### config.mk
export PLATFORM = sky130hd
export DESIGN_NAME = obj_tile_draw
export DESIGN_NICKNAME = d
export VERILOG_FILES = /design/src/source/obj_pkg.sv /design/src/source/obj_tile_draw.sv
export VERILOG_INCLUDE_DIRS = /design/src /design/src/source
export SDC_FILE = /design/constraint.sdc
export NUM_CORES = 1
export LEC_CHECK = 0
export ABC_AREA = 1
export ABC_CLOCK_PERIOD_IN_PS = 5400
export BUFFER_PORTS_ARGS = -buffer_cell sky130_fd_sc_hd__buf_4
export CAP_MARGIN = 20
export CORE_MARGIN = 2
export CORE_UTILIZATION = 50
export CTS_CLUSTER_DIAMETER = 30
export DETAILED_ROUTE_END_ITERATION = 10
export PLACE_DENSITY = 0.75
export SLEW_MARGIN = 20
export SYNTH_ARGS = -nofsm -noshare
export SYNTH_HDL_FRONTEND = slang
export SYNTH_SLANG_ARGS = --single-unit
### constraint.sdc
create_clock -name clk -period 5.4 [get_ports clk]
set_input_delay 1.08 -clock clk [delete_from_list [all_inputs] [get_ports clk]]
set_output_delay 1.08 -clock clk [all_outputs]
set_load 0.05 [all_outputs]
### src/source/obj_defs.svh
// limits shared by RTL and testbench; table entries are 4 words, buffer is 512 wide for x wrap
`ifndef OBJ_DEFS_SVH
`define OBJ_DEFS_SVH

`define OBJ_TABLE_AW  9     // 512 words, 128 entries of 4 words
`define OBJ_MAX_ENTRY 112   // last entry drawn on a line
`define OBJ_LINE_W    448   // visible pixels
`define OBJ_ROM_AW    20    // tile code plus row
`define OBJ_TRANSP    15    // colour never stored

// line buffer address, wraps at 512 so x near 511 folds to the left edge
`define OBJ_BUF_AW    9

`endif

### src/source/obj_pkg.sv
// types shared by the sprite line engine; the attribute layout matches the host table format
`include "obj_defs.svh"

package obj_pkg;

    // stored pixel, all ones means empty
    typedef struct packed {
        logic [4:0] pal;
        logic [3:0] col;
    } obj_pixel_t;

    // attribute word, word 0 of each entry
    typedef struct packed {
        logic [3:0] unused_hi;
        logic [3:0] vsub;       // tile row
        logic       unused_lo;
        logic       vflip;      // not handled here
        logic       hflip;
        logic [4:0] pal;
    } obj_attr_t;

    // host write into the sprite table
    typedef struct packed {
        logic                     we;
        logic [`OBJ_TABLE_AW-1:0] addr;
        logic [15:0]              data;
    } obj_tbl_wr_t;

    // one pixel from the draw engine to the line buffer
    typedef struct packed {
        logic                   we;
        logic [`OBJ_BUF_AW-1:0] addr;
        obj_pixel_t             pxl;
    } obj_buf_wr_t;

endpackage

### src/source/obj_tile_draw.sv
// start must stay low until done; rom_ok may lag one cycle after an address change
`timescale 1ns/10ps
`include "obj_defs.svh"

module obj_tile_draw (
    input  logic                     rst,
    input  logic                     clk,
    input  logic                     start,
    output logic                     done,
    output logic [`OBJ_TABLE_AW-1:0] table_addr,
    input  logic [15:0]              table_data,
    output obj_pkg::obj_buf_wr_t     buf_wr,
    output logic [`OBJ_ROM_AW-1:0]   rom_addr,
    output logic                     rom_half,
    input  logic [31:0]              rom_data,
    output logic                     rom_cs,
    input  logic                     rom_ok
);

    localparam int ENTRY_W = `OBJ_TABLE_AW - 2;

    typedef enum logic [3:0] {
        ST_IDLE,
        ST_ADDR,    // table read in flight
        ST_ATTR,
        ST_CODE,
        ST_XPOS,
        ST_FETCH,   // wait for rom_ok
        ST_DRAW,
        ST_SKIP,    // blank half, lets rom_ok settle
        ST_NEXT
    } state_t;

    state_t                 state;
    logic [ENTRY_W-1:0]     entry;
    logic [`OBJ_BUF_AW-1:0] buf_addr;     // next pixel position
    logic [2:0]             pxl_cnt;
    logic                   second;       // working on the second half
    obj_pkg::obj_attr_t     attr;
    logic [31:0]            pxl_data;

    // planar pick, one bit per plane
    function automatic logic [3:0] colour(input logic [31:0] c, input logic flip);
        logic [3:0] res;
        if (flip) begin
            res = {c[24], c[16], c[8], c[0]};
        end else begin
            res = {c[31], c[23], c[15], c[7]};
        end
        return res;
    endfunction

    always_ff @(posedge clk or posedge rst) begin
        if (rst) begin
            state      <= ST_IDLE;
            done       <= 1'b0;
            entry      <= '0;
            table_addr <= '0;
            buf_addr   <= '0;
            pxl_cnt    <= '0;
            second     <= 1'b0;
            buf_wr     <= '0;
            rom_addr   <= '0;
            rom_half   <= 1'b0;
            rom_cs     <= 1'b0;
        end else begin
            done      <= 1'b0;
            buf_wr.we <= 1'b0;
            case (state)
                ST_IDLE: begin
                    rom_cs <= 1'b0;
                    if (start) begin
                        entry      <= '0;
                        table_addr <= '0;
                        state      <= ST_ADDR;
                    end
                end
                ST_ADDR: begin
                    table_addr[1:0] <= 2'd1;
                    state           <= ST_ATTR;
                end
                ST_ATTR: begin
                    table_addr[1:0] <= 2'd2;    // attr latched below
                    state           <= ST_CODE;
                end
                ST_CODE: begin
                    rom_addr <= {table_data, attr.vsub};
                    rom_half <= attr.hflip;     // flipped sprites start on the other half
                    rom_cs   <= 1'b1;
                    state    <= ST_XPOS;
                end
                ST_XPOS: begin
                    buf_addr <= table_data[`OBJ_BUF_AW-1:0];
                    second   <= 1'b0;
                    if (table_data[`OBJ_BUF_AW-1:0] == '0) begin
                        done   <= 1'b1;         // list terminator
                        rom_cs <= 1'b0;
                        state  <= ST_IDLE;
                    end else begin
                        state <= ST_FETCH;
                    end
                end
                ST_FETCH: begin
                    if (rom_ok) begin
                        if (!second) begin
                            rom_half <= ~rom_half;
                        end
                        if (&rom_data) begin
                            buf_addr <= buf_addr + `OBJ_BUF_AW'(8);
                            state    <= ST_SKIP;
                        end else begin
                            pxl_cnt <= '0;
                            state   <= ST_DRAW;
                        end
                    end
                end
                ST_DRAW: begin
                    buf_wr.we      <= 1'b1;
                    buf_wr.addr    <= buf_addr;
                    buf_wr.pxl.pal <= attr.pal;
                    buf_wr.pxl.col <= colour(pxl_data, attr.hflip);
                    buf_addr       <= buf_addr + 1'b1;
                    pxl_cnt        <= pxl_cnt + 1'b1;
                    if (pxl_cnt == 3'd7) begin
                        second <= 1'b1;
                        state  <= second ? ST_NEXT : ST_FETCH;
                    end
                end
                ST_SKIP: begin
                    second <= 1'b1;
                    state  <= second ? ST_NEXT : ST_FETCH;
                end
                ST_NEXT: begin
                    if (entry == ENTRY_W'(`OBJ_MAX_ENTRY)) begin
                        done   <= 1'b1;
                        rom_cs <= 1'b0;
                        state  <= ST_IDLE;
                    end else begin
                        entry      <= entry + 1'b1;
                        table_addr <= {entry + 1'b1, 2'd0};
                        state      <= ST_ADDR;
                    end
                end
                default: state <= ST_IDLE;
            endcase
        end
    end

    // sprite payload
    always_ff @(posedge clk) begin
        if (state == ST_ATTR) begin
            attr <= obj_pkg::obj_attr_t'(table_data);
        end
        if (state == ST_FETCH && rom_ok) begin
            pxl_data <= rom_data;
        end else if (state == ST_DRAW) begin
            pxl_data <= attr.hflip ? pxl_data >> 1 : pxl_data << 1;
        end
    end

    // the host waits for done before the next start
    start_while_busy: assert property (
        @(posedge clk) disable iff (rst) (state != ST_IDLE) |-> !start
    );

    // request raised at the tile code stays up through every fetch of the sprite
    rom_wait_held: assert property (
        @(posedge clk) disable iff (rst) (state == ST_FETCH) |-> rom_cs
    );

endmodule

==> impl_metrics.env <==
export IMPL_p_leak_nw=3.105
export IMPL_dp_slack_ns=2.580
export IMPL_nets=789
export IMPL_clockBufferDepth=2
export IMPL_clk_latency_ns=0.39
export IMPL_multiInputGateArea_mm2=0.002072
export IMPL_grt_max_degree=62
export IMPL_yosys_area_top_type="dfrtp_1"
export IMPL_status="finished clean"
export IMPL_regArea_mm2=0.002963
export IMPL_worst_pin_slew_ns=0.9404
export IMPL_routed_via_density=5.282
export IMPL_clkSlewWorstSetupHoldPaths_ns=0.10
export IMPL_critPathArrivalTime_ns=2.73
export IMPL_routabilityCongestion=0.8753
export IMPL_period_share_pct=44.72
export IMPL_finalMaxSlewViolations=0
export IMPL_final_area_mm2=0.006405
export IMPL_fin_crit_ns=2.415
export IMPL_antennaDiodeCount=0
export IMPL_num_rows=37
export IMPL_grt_overflow=0
export IMPL_drt_wirelength_per_cell_um=14.69
export IMPL_hold_buffers=0
export IMPL_finClkSkew_ns=0.01019
export IMPL_core_mm2=0.01032
export IMPL_fmax_mhz=414.1
export IMPL_syn_area_per_cell_um2=8.373
export IMPL_setup_ws_ns=2.985
export IMPL_cts_tree="built"
export IMPL_cp_end_kind="flop"
export IMPL_setup_viol=0
export IMPL_die_h_um=107.2
export IMPL_netlist_instances=636
export IMPL_rsz0062_at_grt="false"
export IMPL_ir_drop_mv=0.3614
export IMPL_die_area_mm2=0.01149
export IMPL_drv_cap=0
export IMPL_yosys_warnings=0
export IMPL_htreeDepth=3
export IMPL_start_kind="input port"
export IMPL_yosysTopAreaCellShare_pct=31.95
export IMPL_cp_required_ns=5.71
export IMPL_grt_pass1_wl_um=20890
export IMPL_cts_setup_buffers=0
export IMPL_antenna_found_initial=0
export IMPL_ys_ff_latch=110
export IMPL_place_hpwl_um=9041
export IMPL_first_global_vias=4402
export IMPL_ant_nets=0
export IMPL_ios=103
export IMPL_grt_usage_pct=23.43
export IMPL_drive_gt1_share_pct=19.84
export IMPL_dr_total_vias=4606
export IMPL_place_area_mm2=0.006177
export IMPL_power_density_mw_per_mm2=582.5
export IMPL_maxSlewHeadroom_pct=37.24
export IMPL_crit_fanout=61
export IMPL_fin_tns_setup_ns=0
export IMPL_synthesis_area_mm2=0.005325
export IMPL_drt_first_pass_iters=5
export IMPL_cts_resized_gates=0
export IMPL_clock_root_buffer="clkbuf_8"
export IMPL_finalHoldViolCount=0
export IMPL_synth_area_leaders="dfrtp_1 (32%), edfxtp_1 (24%), nand2_1 (17%)"
export IMPL_area_growth_pct=20.28
export IMPL_die_width_um=107.2
export IMPL_cts_sinks=110
export IMPL_nFillCells=876
export IMPL_cts_buffers=9
export IMPL_path_class="in2reg"
export IMPL_synth_seq_area_share_pct=55.64
export IMPL_hold_path_class="reg2reg"
export IMPL_drt_initial_drc_count=319
export IMPL_wirelength_um=12810
export IMPL_yosysUniqueCellTypes=31
export IMPL_drc=0
export IMPL_synth_fp_nets=694
export IMPL_start_util_pct=51.58
export IMPL_port_buffer_count=102
cell families after synthesis:
group,count (synthesis),share of synthesized area [%]
simple gates,358,27.73
compound gates,89,9.610
flops,110,55.64
fa+ha+maj,6,1.410
buf+inv,72,5.451
xor+xnor,1,0.1645
sequential cells by signal, summed over array words and instances (netlist names):
signal and flops:
attr 10, buf_addr 9, buf_wr 19, done 1, entry 7, pxl_cnt 3
pxl_data 32, rom_addr 20, rom_cs 1, rom_half 1, second 1, state 4
table_addr 2
where the power goes:
group | switching (mW) | internal [mW] | total (mW)
clock network | 0.276 | 0.258 | 0.534
registers | 0.211 | 1.23 | 1.44
logic | 1.24 | 0.518 | 1.76
worst max-delay path: stages:
cell and delay (ns):
buf_4 0.12, inv_1 0.11, nor2_4 0.06, inv_2 0.64, nand2_1 0.10, buf_4 0.30
nand2_1 0.17, nand2_1 0.06, o21ai_1 0.07
area by class of cell:
type / instances / share of cell area (%)
clock buffer: 9 / 1.934
clock inverter: 7 / 1.387
inverter: 51 / 2.989
multi-input combinational: 454 / 32.35
sequential: 110 / 46.26
tap: 136 / 2.657
timing repair buffer: 105 / 12.42
layer usage:
metal / vias to the layer above / wire (um) / GRT usage, %
met2: 172 / 6334 / 39.96
li1: 2258 / - / -
met5: - / 0 / 0
met3: 14 / 966 / 7.052
met4: 0 / 158 / 5.844
met1: 2162 / 5350 / 29.16
cell usage in the layout (no fill, tap or decap), drive strengths merged:
master,count
clkinvlp,2
nand4,2
nand3,28
o211ai,3
bufinv,2
o21ai,38
buf,105
o22ai,3
or2,1
clkinv,3
o21bai,1
nor3,6
o31ai,1
ha,6
a31o,1
nand2,250
xor2,1
nor2,71
a21o,1
a31oi,35
clkbuf,9
edfxtp,42
a21oi,6
dfrtp,68
inv,51
per-stage QoR:
step           instances  utilization, %  power, mW  hold slack (ns)
6_report             872           62.04      3.731           0.4485
5_1_grt              872           62.04      3.973           0.4766
4_1_cts              871           61.90      3.751           0.4555
3_5_place_dp         855           59.84      3.205           0.4345
3_3_place_gp         855           59.84      3.152           0.4281
2_1_floorplan        636               -      2.679           0.4184
final timing paths:
path	slack, ns	start	depth (start not counted)	endpoint
max	2.99	rom_ok	9	pxl_cnt[0]
min	0.45	attr[4]	2	buf_wr[8]
max reg2reg	3.11	state[3]	9	pxl_cnt[1]
min reg2reg	0.45	attr[4]	2	buf_wr[8]
max in group asynchronous	3.64	rst	3	buf_wr[18]
min in group asynchronous	0.81	rst	2	rom_addr[14]
Yosys cell counts (all sizes together):
| cell type | number |
|---|---|
| a21o | 1 |
| a21oi | 6 |
| o21ai | 38 |
| dfrtp | 68 |
| nor2 | 71 |
| ha | 6 |
| o21bai | 1 |
| a31o | 1 |
| nand3 | 28 |
| xor2 | 1 |
| clkbuf | 7 |
| o211ai | 3 |
| edfxtp | 42 |
| a31oi | 35 |
| buf | 14 |
| o22ai | 3 |
| nand4 | 2 |
| nand2 | 250 |
| inv | 51 |
| nor3 | 6 |
| o31ai | 1 |
| or2 | 1 |
No activity file was read; power rests on OpenSTA's default activity.
